<file path="src/hw/inoc_pkg.sv">
// ================================================
// shared widths, opcodes, records and FSM states of
// the NoC DMA control unit, used by scoped names
// ================================================
package inoc_pkg;

    localparam int NUM_NODES = 12;
    // bit 31 of a flit marks an interrupt
    localparam int FLIT_W = 32;

    typedef logic [FLIT_W-1:0]    flit_t;
    typedef logic [NUM_NODES-1:0] node_mask_t;
    typedef flit_t [NUM_NODES-1:0] node_flits_t;
    typedef logic [16:0]          word_addr_t;
    typedef logic [12:0]          word_num_t;

    // group word opcode, bits 6:0
    typedef enum logic [6:0] {
        op_group  = 7'd1,
        op_last   = 7'd2,
        op_finish = 7'd3
    } opcode_t;

    localparam word_num_t SHORT_BLOCK_WORDS = 13'd16;
    localparam word_num_t LONG_BLOCK_WORDS  = 13'd32;

    // one configuration record, 44 bits
    typedef struct packed {
        node_mask_t mask;
        flit_t      flit;
    } cfg_rec_t;

    // one beat towards the nodes, 45 bits
    typedef struct packed {
        node_mask_t dest;
        logic       last;
        flit_t      flit;
    } send_beat_t;

    // read request, flit bits 20:2
    typedef struct packed {
        logic       is_async;
        logic       is_long;
        word_addr_t addr;
    } noc_req_t;

    typedef enum logic [2:0] {
        idle, rd_info, send_cfg, recv_noc, send_data, wait_intr, finish
    } seq_state_t;

endpackage
</file>
<file path="src/hw/inoc_ctrl_top.sv">
// ================================================
// DMA control unit for a 12-node NoC, connects the
// sequencer, record FIFO, group table and arbiter
// ================================================
`timescale 1ns/100ps

module inoc_ctrl_top #(
    parameter int CFG_FIFO_DEPTH     = 16,
    parameter int INFO_BURST_RECORDS = 4
) (
    input  logic                  clk,
    input  logic                  rst_n,
    input  logic                  fsm_start,
    input  inoc_pkg::word_addr_t  fsm_base_addr,
    input  logic                  fsm_auto_restart_en,
    input  logic                  fsm_restart,
    output logic                  ibuffer_rd_start,
    output inoc_pkg::word_addr_t  ibuffer_word_addr,
    output inoc_pkg::word_num_t   ibuffer_word_num,
    input  logic                  return_valid,
    output logic                  return_ready,
    input  inoc_pkg::flit_t       return_data,
    input  logic                  return_last,
    input  logic                  return_done,
    output inoc_pkg::node_mask_t  send_valid,
    output inoc_pkg::flit_t       send_flit,
    input  inoc_pkg::node_mask_t  send_ready,
    input  inoc_pkg::node_mask_t  recv_valid,
    input  inoc_pkg::node_flits_t recv_flit,
    output inoc_pkg::node_mask_t  recv_ready,
    output inoc_pkg::node_mask_t  nodes_status,
    output logic                  small_loop_end_int,
    output logic                  finish_intr
);

    logic                 rec_push, rec_full, rec_valid, rec_pop;
    inoc_pkg::cfg_rec_t   rec_in, rec_out;
    logic                 group_wr;
    inoc_pkg::node_mask_t group_mask, gnt, gnt_group, recv_intr_valid;
    logic                 req_valid, req_release;
    inoc_pkg::noc_req_t   req;
    inoc_pkg::node_mask_t req_mask, done_mask;
    logic                 beat_valid, beat_ready, beat_done;
    inoc_pkg::send_beat_t beat;

    loop_sequencer #(.INFO_BURST_RECORDS(INFO_BURST_RECORDS)) u_seq (.*,
        .loop_end(small_loop_end_int));

    record_fifo #(.CFG_FIFO_DEPTH(CFG_FIFO_DEPTH)) u_rec_fifo (
        .clk(clk), .rst_n(rst_n),
        .push(rec_push), .din(rec_in), .full(rec_full),
        .valid(rec_valid), .dout(rec_out), .pop(rec_pop)
    );

    group_table u_group_table (.*, .loop_end(small_loop_end_int));

    req_arbiter u_req_arb (.*);

    flit_broadcast u_bcast (.*);

endmodule

</file>
<file path="src/hw/loop_sequencer.sv">
// ================================================
// main FSM: reads instruction records, broadcasts
// configuration, then serves node read requests
// ================================================
`timescale 1ns/100ps

module loop_sequencer #(
    parameter int INFO_BURST_RECORDS = 4
) (
    input  logic                 clk,
    input  logic                 rst_n,
    input  logic                 fsm_start,
    input  inoc_pkg::word_addr_t fsm_base_addr,
    input  logic                 fsm_auto_restart_en,
    input  logic                 fsm_restart,
    output logic                 ibuffer_rd_start,
    output inoc_pkg::word_addr_t ibuffer_word_addr,
    output inoc_pkg::word_num_t  ibuffer_word_num,
    input  logic                 return_valid,
    output logic                 return_ready,
    input  inoc_pkg::flit_t      return_data,
    input  logic                 return_last,
    input  logic                 return_done,
    output logic                 rec_push,
    output inoc_pkg::cfg_rec_t   rec_in,
    input  logic                 rec_full,
    input  logic                 rec_valid,
    input  inoc_pkg::cfg_rec_t   rec_out,
    output logic                 rec_pop,
    output logic                 group_wr,
    output inoc_pkg::node_mask_t group_mask,
    input  logic                 req_valid,
    input  inoc_pkg::noc_req_t   req,
    input  inoc_pkg::node_mask_t req_mask,
    output logic                 req_release,
    output logic                 beat_valid,
    output inoc_pkg::send_beat_t beat,
    input  logic                 beat_ready,
    input  logic                 beat_done,
    input  logic                 loop_end,
    output logic                 finish_intr
);

    localparam int CNT_W = $clog2(INFO_BURST_RECORDS + 1);

    inoc_pkg::seq_state_t state, state_nxt;
    inoc_pkg::word_addr_t info_addr;
    inoc_pkg::flit_t      cfg_flit_q;
    logic [CNT_W-1:0]     rec_cnt;
    logic ret_fire, grp_fire, loop_stop, is_finish;
    logic rec_half, burst_again, rd_busy, finish_q, loop_end_q;
    logic info_start, data_start;

    assign ret_fire   = return_valid && return_ready;
    // second word of a record is the group word
    assign grp_fire   = (state == inoc_pkg::rd_info) && ret_fire && rec_half;
    assign is_finish  = (return_data[6:0] == inoc_pkg::op_finish);
    assign loop_stop  = grp_fire && (is_finish || return_data[6:0] == inoc_pkg::op_last);
    assign group_mask = return_data[27:16];

    // ================================================
    // state machine
    // ================================================
    always_comb begin
        state_nxt = state;
        case (state)
            inoc_pkg::idle:      if (fsm_start) state_nxt = inoc_pkg::rd_info;
            inoc_pkg::rd_info:   if (loop_stop) state_nxt = inoc_pkg::send_cfg;
            inoc_pkg::send_cfg:  if (!rec_valid) state_nxt = inoc_pkg::recv_noc;
            inoc_pkg::recv_noc:  if (req_valid && !rd_busy) state_nxt = inoc_pkg::send_data;
            inoc_pkg::send_data: begin
                // a request captured after the release is the next one
                if (beat_done) begin
                    state_nxt = (req_valid && !req_release) ? inoc_pkg::recv_noc
                                                            : inoc_pkg::wait_intr;
                end
            end
            inoc_pkg::wait_intr: begin
                if (finish_q) begin
                    // finish interrupt follows the final loop end
                    if (loop_end_q) state_nxt = inoc_pkg::finish;
                end else if ((loop_end_q && fsm_auto_restart_en) || fsm_restart) begin
                    state_nxt = inoc_pkg::rd_info;
                end
            end
            default: state_nxt = inoc_pkg::idle;
        endcase
    end

    assign info_start = (state == inoc_pkg::idle && fsm_start) || burst_again ||
                        (state == inoc_pkg::wait_intr && state_nxt == inoc_pkg::rd_info);
    assign data_start = (state == inoc_pkg::recv_noc) && (state_nxt == inoc_pkg::send_data);

    always_ff @(posedge clk or negedge rst_n) begin
        if (!rst_n) begin
            state       <= inoc_pkg::idle;
            info_addr   <= '0;
            rec_half    <= 1'b0;
            rec_cnt     <= '0;
            burst_again <= 1'b0;
            rd_busy     <= 1'b0;
            finish_q    <= 1'b0;
            loop_end_q  <= 1'b0;
        end else begin
            state       <= state_nxt;
            burst_again <= grp_fire && !loop_stop &&
                           (rec_cnt == CNT_W'(INFO_BURST_RECORDS - 1));
            if (state == inoc_pkg::idle && fsm_start) begin
                info_addr <= fsm_base_addr;
            end else if (state == inoc_pkg::rd_info && ret_fire) begin
                info_addr <= info_addr + 1'b1;
            end
            if (info_start) begin
                rec_half <= 1'b0;
                rec_cnt  <= '0;
            end else if (state == inoc_pkg::rd_info && ret_fire) begin
                rec_half <= !rec_half;
                if (rec_half) rec_cnt <= rec_cnt + 1'b1;
            end
            // one read outstanding at a time
            if (ibuffer_rd_start) rd_busy <= 1'b1;
            else if (return_done) rd_busy <= 1'b0;
            if (state == inoc_pkg::finish) finish_q <= 1'b0;
            else if (loop_stop && is_finish) finish_q <= 1'b1;
            if (state == inoc_pkg::wait_intr && state_nxt != inoc_pkg::wait_intr) begin
                loop_end_q <= 1'b0;
            end else if (loop_end) begin
                loop_end_q <= 1'b1;
            end
        end
    end

    // configuration flit waits here for its group word
    always_ff @(posedge clk) begin
        if (state == inoc_pkg::rd_info && ret_fire && !rec_half) cfg_flit_q <= return_data;
    end

    // ================================================
    // buffer reads, record push and beat source
    // ================================================
    assign ibuffer_rd_start  = info_start || data_start;
    assign ibuffer_word_addr = data_start ? req.addr :
                               (state == inoc_pkg::idle) ? fsm_base_addr : info_addr;
    assign ibuffer_word_num  = !data_start ? inoc_pkg::word_num_t'(2 * INFO_BURST_RECORDS) :
                               req.is_long ? inoc_pkg::LONG_BLOCK_WORDS
                                           : inoc_pkg::SHORT_BLOCK_WORDS;

    always_comb begin
        case (state)
            inoc_pkg::rd_info:   return_ready = !rec_full;
            inoc_pkg::send_cfg:  return_ready = 1'b1;
            inoc_pkg::recv_noc:  return_ready = 1'b1;
            inoc_pkg::send_data: return_ready = beat_ready;
            default:             return_ready = 1'b0;
        endcase
    end

    assign rec_push    = grp_fire;
    assign group_wr    = grp_fire;
    assign rec_in      = '{mask: group_mask, flit: cfg_flit_q};
    assign rec_pop     = (state == inoc_pkg::send_cfg) && beat_ready;
    assign req_release = (state == inoc_pkg::send_data) && return_done;
    assign finish_intr = (state == inoc_pkg::finish);

    assign beat_valid = (state == inoc_pkg::send_cfg && rec_valid) ||
                        (state == inoc_pkg::send_data && return_valid);
    assign beat = (state == inoc_pkg::send_cfg) ?
                  inoc_pkg::send_beat_t'{dest: rec_out.mask, last: 1'b0, flit: rec_out.flit} :
                  inoc_pkg::send_beat_t'{dest: req_mask, last: return_last, flit: return_data};

endmodule

</file>
<file path="src/hw/flit_broadcast.sv">
// ================================================
// register slice and fork of outgoing flits, a beat
// leaves once every masked node is ready
// ================================================
`timescale 1ns/100ps

module flit_broadcast (
    input  logic                 clk,
    input  logic                 rst_n,
    input  logic                 beat_valid,
    input  inoc_pkg::send_beat_t beat,
    output logic                 beat_ready,
    output inoc_pkg::node_mask_t send_valid,
    output inoc_pkg::flit_t      send_flit,
    input  inoc_pkg::node_mask_t send_ready,
    output logic                 beat_done,
    output inoc_pkg::node_mask_t done_mask
);

    inoc_pkg::send_beat_t slot;
    logic                 slot_valid;
    logic                 out_fire;

    // unmasked nodes do not hold the beat back
    assign out_fire   = slot_valid && (&(send_ready | ~slot.dest));
    assign beat_ready = !slot_valid || out_fire;

    always_ff @(posedge clk or negedge rst_n) begin
        if (!rst_n) begin
            slot_valid <= 1'b0;
        end else if (beat_ready) begin
            slot_valid <= beat_valid;
        end
    end

    always_ff @(posedge clk) begin
        if (beat_ready && beat_valid) slot <= beat;
    end

    // ================================================
    // fork to the nodes
    // ================================================
    assign send_valid = slot.dest & {inoc_pkg::NUM_NODES{slot_valid}};
    assign send_flit  = slot.flit;
    assign beat_done  = out_fire && slot.last;
    assign done_mask  = slot.dest;

endmodule

</file>
<file path="src/hw/req_arbiter.sv">
// ================================================
// round-robin arbiter for node read requests and
// the request hold register
// ================================================
`timescale 1ns/100ps

module req_arbiter (
    input  logic                  clk,
    input  logic                  rst_n,
    input  inoc_pkg::node_mask_t  recv_valid,
    input  inoc_pkg::node_flits_t recv_flit,
    output inoc_pkg::node_mask_t  recv_ready,
    output inoc_pkg::node_mask_t  recv_intr_valid,
    output inoc_pkg::node_mask_t  gnt,
    input  inoc_pkg::node_mask_t  gnt_group,
    output logic                  req_valid,
    output inoc_pkg::noc_req_t    req,
    output inoc_pkg::node_mask_t  req_mask,
    input  logic                  req_release
);

    localparam int IW = $clog2(inoc_pkg::NUM_NODES);

    inoc_pkg::node_mask_t intr, req_vec, hold_gnt, hold_group;
    logic [IW-1:0]        last_gnt, gnt_idx;
    logic                 accept;

    always_comb begin
        for (int i = 0; i < inoc_pkg::NUM_NODES; i++) begin
            intr[i] = recv_flit[i][31];
        end
    end

    assign recv_intr_valid = recv_valid & intr;
    assign req_vec         = recv_valid & ~intr;

    // search starts after the last granted node
    always_comb begin
        int idx;
        gnt     = '0;
        gnt_idx = last_gnt;
        for (int k = inoc_pkg::NUM_NODES; k >= 1; k--) begin
            idx = (int'(last_gnt) + k) % inoc_pkg::NUM_NODES;
            if (req_vec[idx]) begin
                gnt     = inoc_pkg::node_mask_t'(1) << idx;
                gnt_idx = IW'(idx);
            end
        end
    end

    // requester must be in its own group
    assign accept     = !req_valid && ((gnt & gnt_group) != '0);
    assign recv_ready = (gnt & {inoc_pkg::NUM_NODES{accept}}) | intr;

    always_ff @(posedge clk or negedge rst_n) begin
        if (!rst_n) begin
            last_gnt  <= IW'(inoc_pkg::NUM_NODES - 1);
            req_valid <= 1'b0;
        end else begin
            if (req_vec != '0) last_gnt <= gnt_idx;
            if (req_release) req_valid <= 1'b0;
            else if (accept) req_valid <= 1'b1;
        end
    end

    always_ff @(posedge clk) begin
        if (accept) begin
            req        <= inoc_pkg::noc_req_t'(recv_flit[gnt_idx][20:2]);
            hold_gnt   <= gnt;
            hold_group <= gnt_group;
        end
    end

    assign req_mask = req.is_async ? hold_gnt : hold_group;

endmodule

</file>
<file path="src/hw/group_table.sv">
// ================================================
// per-node group lookup, busy-node status and the
// loop-end interrupt
// ================================================
`timescale 1ns/100ps

module group_table (
    input  logic                 clk,
    input  logic                 rst_n,
    input  logic                 group_wr,
    input  inoc_pkg::node_mask_t group_mask,
    input  inoc_pkg::node_mask_t gnt,
    output inoc_pkg::node_mask_t gnt_group,
    input  logic                 beat_done,
    input  inoc_pkg::node_mask_t done_mask,
    input  inoc_pkg::node_mask_t recv_intr_valid,
    output inoc_pkg::node_mask_t nodes_status,
    output logic                 loop_end
);

    inoc_pkg::node_mask_t lut [inoc_pkg::NUM_NODES];

    // each member node keeps the whole group mask
    always_ff @(posedge clk or negedge rst_n) begin
        if (!rst_n) begin
            for (int i = 0; i < inoc_pkg::NUM_NODES; i++) begin
                lut[i] <= '0;
            end
        end else begin
            for (int i = 0; i < inoc_pkg::NUM_NODES; i++) begin
                if (group_wr && group_mask[i]) begin
                    lut[i] <= group_mask;
                end else if (beat_done && done_mask[i]) begin
                    // block delivered, node may not request again
                    lut[i] <= '0;
                end
            end
        end
    end

    // granted node selects its entry
    always_comb begin
        gnt_group = '0;
        for (int i = 0; i < inoc_pkg::NUM_NODES; i++) begin
            if (gnt[i]) gnt_group = gnt_group | lut[i];
        end
    end

    always_ff @(posedge clk or negedge rst_n) begin
        if (!rst_n) begin
            nodes_status <= '0;
        end else begin
            nodes_status <= (nodes_status & ~recv_intr_valid) | (group_wr ? group_mask : '0);
        end
    end

    // last busy nodes interrupt in this cycle
    assign loop_end = (&(~nodes_status | recv_intr_valid)) && (nodes_status != '0);

endmodule

</file>
<file path="src/hw/record_fifo.sv">
// ================================================
// circular FIFO of configuration records
// ================================================
`timescale 1ns/100ps

module record_fifo #(
    parameter int CFG_FIFO_DEPTH = 16
) (
    input  logic               clk,
    input  logic               rst_n,
    input  logic               push,
    input  inoc_pkg::cfg_rec_t din,
    output logic               full,
    output logic               valid,
    output inoc_pkg::cfg_rec_t dout,
    input  logic               pop
);

    localparam int AW = $clog2(CFG_FIFO_DEPTH);

    inoc_pkg::cfg_rec_t mem [CFG_FIFO_DEPTH];
    logic [AW-1:0] wr_ptr, rd_ptr;
    logic [AW:0]   count;
    logic          wr_en, rd_en;

    assign full  = (count == (AW + 1)'(CFG_FIFO_DEPTH));
    assign valid = (count != '0);
    assign wr_en = push && !full;
    assign rd_en = pop && valid;
    assign dout  = mem[rd_ptr];

    always_ff @(posedge clk or negedge rst_n) begin
        if (!rst_n) begin
            wr_ptr <= '0;
            rd_ptr <= '0;
            count  <= '0;
        end else begin
            // pointers wrap at the depth, not only at a power of two
            if (wr_en) wr_ptr <= (wr_ptr == AW'(CFG_FIFO_DEPTH - 1)) ? '0 : wr_ptr + 1'b1;
            if (rd_en) rd_ptr <= (rd_ptr == AW'(CFG_FIFO_DEPTH - 1)) ? '0 : rd_ptr + 1'b1;
            count <= count + wr_en - rd_en;
        end
    end

    always_ff @(posedge clk) begin
        if (wr_en) mem[wr_ptr] <= din;
    end

endmodule

</file>
<file path="config.mk">
export PLATFORM = sky130hd
export DESIGN_NAME = inoc_ctrl_top
export DESIGN_NICKNAME = d
export VERILOG_FILES = /design/src/hw/inoc_pkg.sv /design/src/hw/inoc_ctrl_top.sv /design/src/hw/loop_sequencer.sv /design/src/hw/flit_broadcast.sv /design/src/hw/req_arbiter.sv /design/src/hw/group_table.sv /design/src/hw/record_fifo.sv
export SDC_FILE = /design/constraint.sdc
export NUM_CORES = 2
export LEC_CHECK = 0
export BUFFER_PORTS_ARGS = -buffer_cell sky130_fd_sc_hd__buf_2
export CAP_MARGIN = 30
export CORE_MARGIN = 8
export CORE_UTILIZATION = 50
export DETAILED_ROUTE_END_ITERATION = 7
export GPL_TIMING_DRIVEN = 0
export PLACE_DENSITY = 0.7
export SLEW_MARGIN = 20
export SYNTH_ARGS = -nofsm -noshare
export SYNTH_HDL_FRONTEND = slang
export SYNTH_SLANG_ARGS = --single-unit
export TNS_END_PERCENT = 100
</file>
<file path="constraint.sdc">
create_clock -name clk -period 12.1 [get_ports clk]
set_input_delay 1.21 -clock clk [delete_from_list [all_inputs] [get_ports clk]]
set_output_delay 1.21 -clock clk [all_outputs]
set_load 0.05 [all_outputs]
</file>
* Word-level counts from Yosys, hierarchy flattened
Memories as Yosys holds them, arrays and structs flattened.
Cells that the tools add are included.
** Storage, ports and cells
- Bits in read-only memories :: 0
- Bits in latches :: 0
- Memories kept :: 1
- Memory bits (writable) :: 704
- Output and inout port bits :: 102
- Word-level logic and storage cells :: 359
- Register bits :: 323
- Input port bits :: 465
** Cells by class
- Bitwise operators :: 25
- $add $sub $neg :: 18
- Reduce and logical (&&, ||, !) cells :: 92
- Order comparisons :: 13
- Multiply operators :: 0
- Eq/ne operators :: 15
- Div/mod/pow operators :: 12
- Shift operators :: 12
- Muxes and demuxes :: 135
** Memories
- u_rec_fifo.mem :: depth 16, bits a word 44, read ports 1, clocked after Yosys merged registers in 0, wr ports 1, RTL line record_fifo.sv:21 : inoc_pkg::cfg_rec_t mem [CFG_FIFO_DEPTH];
** Operators with widths (number)
- two-way mux 12 bit :: 50
- less-than comparator 32 x 6 -> 1 bit (second input constant) :: 12
- modulo 32 x 5 -> 32 bit (second input constant) :: 12
- << shifter 1 x 32 -> 12 bit (first input constant) :: 12
- OR 12 bit :: 15
- binary-select mux 32 bit (select 4 bit) :: 1
- AND 12 bit :: 6
- two-way mux 17 bit :: 4
- two-way mux 4 bit :: 14
- logical AND 1 bit :: 50
- binary-select mux 1 bit (select 4 bit) :: 12
- NOT 12 bit :: 4
- two-way mux 45 bit :: 1
- nonzero test 2 bit :: 19
- two-way mux 1 bit :: 36
- two-way mux 3 bit :: 12
- nonzero test 12 bit :: 3
- adder 4 x 4 -> 5 bit (second input constant) :: 5
- AND reduction 12 bit :: 2
- two-way mux 21 bit :: 1
- adder 4 x 3 -> 5 bit (second input constant) :: 4
- one-hot mux 3 bit (6 select lines) :: 1
- adder 17 x 1 -> 17 bit (second input constant) :: 1
- equality test 7 x 2 -> 1 bit (second input constant) :: 2
- 22 further kinds :: 43

* Longest topological paths before layout
- Word-level depth :: 45
- Depth in mapped cells :: 32
- Gate-level depth less buffers :: 23

* Cells and area by module
Synthesis repeated with hierarchy kept, for this count alone.
** Unflattened totals
- Cell total of the unflattened synthesis :: 3457
- Area, all modules :: 49956.7 µm²
** By module, submodules not included
- record_fifo :: area an instance 27700.3 µm², cells each 1268, seq. area each 21465.6 µm², instances 1
- req_arbiter :: area an instance 9989.6 µm², cells each 1172, seq. area each 1420.1 µm², instances 1
- group_table :: area an instance 6532.5 µm², cells each 521, seq. area each 3903.7 µm², instances 1
- loop_sequencer :: area an instance 3766.1 µm², cells each 370, seq. area each 1661.6 µm², instances 1
- flit_broadcast :: area an instance 1968.1 µm², cells each 126, seq. area each 1376.3 µm², instances 1

* Least setup slack after synthesis
No wires, ideal clock.
- Path kind :: register -> register
- Start :: register u_req_arb.last_gnt[1]
- End :: register u_req_arb.hold_gnt[0], enable pin
- Cell stages (with the launch flop) :: 32
- Path slack :: 2.879 ns
- Arrival :: 8.763 ns
- Setup time :: 0.458 ns
- Required time :: 11.642 ns
- Period minus slack after synthesis :: 9.221 ns
- Cells stage by stage :: dfstp_2 > buf_6 > buf_2 > buf_1 > clkinv_1 > ha_1 > a21boi_2 > xnor2_2 > inv_2 > ha_1 > clkbuf_1 > a211oi_1 > a21o_1 > ha_1 > clkbuf_1 > and4bb_2 > a31o_2 > xnor2_1 > a2111oi_0 > nand3_1 > a41oi_1 > a311oi_2 > o21bai_1 > buf_2 > a22oi_1 > nand2_1 > nor3_1 > o2111ai_1 > and4b_1 > buf_4 > buf_6 > a21oi_1
** On the way
- Elaborated cells on any way between the ends :: 110
- Those cells by class :: add/sub: 12; div: 12; shift: 12; mux: 60; bitwise: 12; reduce/logical: 2
** RTL lines
- start, declared :: RTL line req_arbiter.sv:25 : logic [IW-1:0] last_gnt, gnt_idx;
- start signal, assigned :: RTL line req_arbiter.sv:57 : last_gnt <= IW'(inoc_pkg::NUM_NODES - 1);
- start signal, assigned :: RTL line req_arbiter.sv:60 : if (req_vec != '0) last_gnt <= gnt_idx;
- adder 4 x 4 -> 5 bit :: RTL line req_arbiter.sv:43 : idx = (int'(last_gnt) + k) % inoc_pkg::NUM_NODES;
- modulo 32 x 5 -> 32 bit :: RTL line req_arbiter.sv:43
- binary-select mux 1 bit (select 4 bit) :: RTL line req_arbiter.sv:44 : if (req_vec[idx]) begin
- two-way mux 1 bit (not written as such) (2 in a row) :: RTL line req_arbiter.sv:44
- two-way mux 12 bit (11 in a row) :: RTL line req_arbiter.sv:44
- two-way mux 12 bit * :: RTL line req_arbiter.sv:44
- net gnt[11] :: RTL line inoc_ctrl_top.sv:39 : inoc_pkg::node_mask_t group_mask, gnt, gnt_group, recv_intr_valid;
- two-way mux 12 bit :: RTL line group_table.sv:45 : if (gnt[i]) gnt_group = gnt_group | lut[i];
- AND 12 bit * :: RTL line req_arbiter.sv:52 : assign accept = !req_valid && ((gnt & gnt_group) != '0);
- nonzero test 12 bit * :: RTL line req_arbiter.sv:52
- logical AND 1 bit * :: RTL line req_arbiter.sv:52
- end signal, assigned :: RTL line req_arbiter.sv:69 : hold_gnt <= gnt;
- end, declared :: RTL line req_arbiter.sv:24 : inoc_pkg::node_mask_t intr, req_vec, hold_gnt, hold_group;
Mark *: on every way through the listed nets, which the timed path passes. The rest lies on a longest branch. The select of a mux whose other input is x is not followed.
A chain may end at the register's enable or synchronous reset.

* Worst setup path in the final report
- Start :: register u_req_arb.last_gnt[1]
- End :: output port recv_ready[10]
** On the way
- Elaborated cells on any way between the ends :: 112
- Those cells by class :: add/sub: 12; div: 12; shift: 12; mux: 60; bitwise: 14; reduce/logical: 2
** RTL lines
- adder 4 x 4 -> 5 bit :: RTL line req_arbiter.sv:43
- modulo 32 x 5 -> 32 bit :: RTL line req_arbiter.sv:43
- binary-select mux 1 bit (select 4 bit) :: RTL line req_arbiter.sv:44
- two-way mux 1 bit (not written as such) (2 in a row) :: RTL line req_arbiter.sv:44
- two-way mux 12 bit (11 in a row) :: RTL line req_arbiter.sv:44
- two-way mux 12 bit * :: RTL line req_arbiter.sv:44
- net gnt[8] :: RTL line inoc_ctrl_top.sv:39
- two-way mux 12 bit :: RTL line group_table.sv:45
- [3 not listed]
- two-way mux 12 bit :: RTL line group_table.sv:45
- OR 12 bit :: RTL line group_table.sv:45
- two-way mux 12 bit :: RTL line group_table.sv:45
- AND 12 bit * :: RTL line req_arbiter.sv:52
- nonzero test 12 bit * :: RTL line req_arbiter.sv:52
- logical AND 1 bit * :: RTL line req_arbiter.sv:52
- AND 12 bit * :: RTL line req_arbiter.sv:53 : assign recv_ready = (gnt & {inoc_pkg::NUM_NODES{accept}}) | intr;
- OR 12 bit * :: RTL line req_arbiter.sv:53
- end, declared :: RTL line inoc_ctrl_top.sv:30 : output inoc_pkg::node_mask_t recv_ready,
Marks and branches as above.

==> reports/qor.yml <==
worst_setup_path:
  ff2ff_setup_slack_ns: 2.17
  r2r-start: "u_req_arb.last_gnt[1]"
  crit_slowest_cell: "dfstp_2"
  crit_arrival_ns: 10.38
  cp-end-kind: "output pin"
  reg2reg_to: "u_req_arb.req[1]"
  r2r_cells: 33
  cp_max_fo: 10
  start_kind: "flop"
  critPathMaxStageDelay_ns: 0.68
  critPathRequiredTime_ns: 10.89
  critPathKind: "reg -> out"
  crit_path_frequent_cell: "buf_2"
logic_synthesis:
  synth_top_cell_area_share_pct: 49.1
  synth_seq_cells: 1027
  ys_seq_area_share_pct: 59.1
  synth_area_um2: 50400
  synth.most_common_cell: "edfxtp_1"
  synth_cell_type_count: 121
  ys_async_sr_fraction_pct: 19.8
  synth_ff_type: "edfxtp_1"
  syn_inst: 3848
  ys_warn_count: 0
  synth_edf_count: 824
  avgSynthCellArea_um2: 13.1
  synth_top_cell_by_area: "edfxtp_1"
  yosys-top-cells-count: "824 x edfxtp_1, 362 x nand2_1, 309 x mux2i_1"
  ys_top_cells_by_area: "edfxtp_1 49%, dfrtp_1 9.9%, mux2i_1 6.1%"
placement:
  gp_congestion: 1.03
  port_buffers: 412
  dp_hpwl_um: 133000
  dpl_worst_slack_ns: 0.870
clock_tree:
  clock_latency_ns: 0.69
  h-tree-depth: 3
  clock_path_buffers: 3
  cts_tree: "built"
  root_buffer: "clkbuf_16"
  cts-buffers-inserted: 100
  path_clk_slew_ns: 0.06
  clock-sinks: 1027
  postCtsHoldBufs: 0
route:
  vias: 38800
  first_iter_violations: 5337
  vias_per_cell: 6.60
  post-route-drc-count: 0
  antenna_left: 0
  wl_per_cell_um: 30.9
  drtPass1Iterations: 7
  wl_um: 181000
layout:
  finalNetCount: 5012
  area_growth_pct: 16.8
  drive_gt1_share_pct: 23.6
flow_run:
  max-cap-violations: 0
floorplan:
  rows: 116
  core_um2: 100000
  dieArea_um2: 111000
  dieWidth_um: 334
  io_pins: 567
  dieHeight_um: 334
  initial_core_util_pct: 50.4
sta:
  finalSetupViolCount: 0
  relSlewSlack_pct: 27.8
  final_max_slew_viol_count: 0
  timing.final.ws_setup_ns: 0.510
  period_share_pct: 95.8
  fin_skew_ns: 0.0451
  worst_pin_slew_ns: 1.08
  hold_violations: 0
  rsz0062_at_grt: "no"
  fin_crit_ns: 11.59
  max_freq_mhz: 86.3
global_route:
  grt_util_all_layers_pct: 31.1
  antenna_found_initial: 15
  grt-ovfl-total: 0
  grt_pass1_wl_um: 258000
  grt_pass1_vias: 37700
  grt_max_degree: 88
min_path:
  hp-class: "in -> async"
run_status:
  outcome: "finished, final reports clean"
sequential cells by signal, summed over array words and instances, names as in the netlist, 5 cells and up:
name and cells:
u_seq.info_addr 17, u_bcast.send_flit 32, u_group_table.lut 144, u_rec_fifo.count 5, u_group_table.nodes_status 12, u_seq.cfg_flit_q 32
u_req_arb.req 19, u_bcast.done_mask 12, u_req_arb.hold_gnt 12, u_rec_fifo.mem 704, u_req_arb.hold_group 12
what timing repair did:
item / in CTS / in global routing
endpoints found under the setup margin: 0 / 12
gates resized for setup: 0 / 1
buffers inserted: 0 / 6
critical path, delay by kind of cell (launching register included):
family,cells,cell delay [ns]
buf+inv,12,3.43
compound gates,12,3.30
simple gates,4,0.87
fa+ha+maj,3,0.70
xor+xnor,2,0.70
flops,1,0.68
layer usage:
| layer | global-route usage (%) | vias up | routed length, um |
|---|---|---|---|
| met4 | 11.8 | 10 | 7480 |
| met2 | 48.5 | 2481 | 82600 |
| met1 | 41.9 | 19400 | 71200 |
| met5 | 0 | - | 57 |
| met3 | 8.03 | 440 | 20000 |
| li1 | - | 16400 | - |
per-stage QoR:
| step | setup TNS [ns] | utilization, % | instance area, um^2 | hold slack, ns | std cells |
|---|---|---|---|---|---|
| 2_1_floorplan | 0 | - | 50500 | 0.447 | 3857 |
| 3_3_place_gp | -65.38 | 54.2 | 54200 | 0.460 | 5567 |
| 3_5_place_dp | 0 | 55.4 | 55400 | 0.466 | 5672 |
| 4_1_cts | 0 | 58.8 | 58800 | 0.447 | 5856 |
| 5_1_grt | 0 | 58.9 | 58900 | 0.474 | 5872 |
| 6_report | 0 | 58.9 | 58900 | 0.448 | 5875 |
placed cells by master (no fill, tap or decap), types with 16 or more instances in the layout:
cell type	instances
edfxtp_1	824
buf_2	495
nand2_1	362
mux2i_1	309
dfrtp_1	200
a21oi_1	179
clkbuf_1	170
o21ai_0	159
nor2_1	126
a22o_1	119
clkbuf_16	102
mux4_2	98
buf_4	92
o221ai_1	81
mux2_2	68
inv_1	67
nand3_1	58
ha_1	58
nor3_1	51
o22ai_1	48
and2_1	38
a22oi_1	37
buf_6	36
nand4_1	35
a21o_1	34
nor2b_1	33
and3_1	31
a221o_1	31
nand2b_1	30
buf_1	28
clkinv_2	23
a222oi_1	22
a211oi_1	19
xnor2_1	18
o211ai_1	18
clkinv_1	16
a31oi_1	16
worst max path at each step:
stage                     startpoint  slack, ns  cells after the start               endpoint
6_report       u_req_arb.last_gnt[1]       0.51                     33         recv_ready[10]
5_1_grt        u_req_arb.last_gnt[1]       0.17                     33          recv_ready[1]
4_1_cts        u_req_arb.last_gnt[1]       0.11                     31         recv_ready[10]
3_5_place_dp   u_req_arb.last_gnt[1]       0.87                     31         recv_ready[10]
3_3_place_gp   u_req_arb.last_gnt[1]      -1.52                     30       u_req_arb.req[1]
2_1_floorplan  u_req_arb.last_gnt[1]       2.88                     31  u_req_arb.hold_gnt[0]
cell families after synthesis:
kind of cell / share of synthesized area, %
DFF: 59.1
AOI/OAI and AO/OA: 14.2
and+or+nand+nor: 9.15
muxes: 12.0
buffers and inverters: 3.46
adders and majority gates: 1.48
xor gates and xnor gates: 0.568
other: 0.00743
final cells by class:
cell class | count | area (um^2)
Antenna cell | 7 | 17.5
Sequential cell | 1027 | 29800
Inverter | 75 | 285
Buffer | 296 | 1470
Clock inverter | 57 | 602
Multi-Input combinational cell | 2459 | 19100
Clock buffer | 127 | 2710
Tap cell | 1298 | 1620
Fill cell | 7912 | 41100
Timing Repair Buffer | 529 | 3290
Power is not shown: default switching activity piles up to over one toggle a cycle in this logic, so the estimate is an artifact.
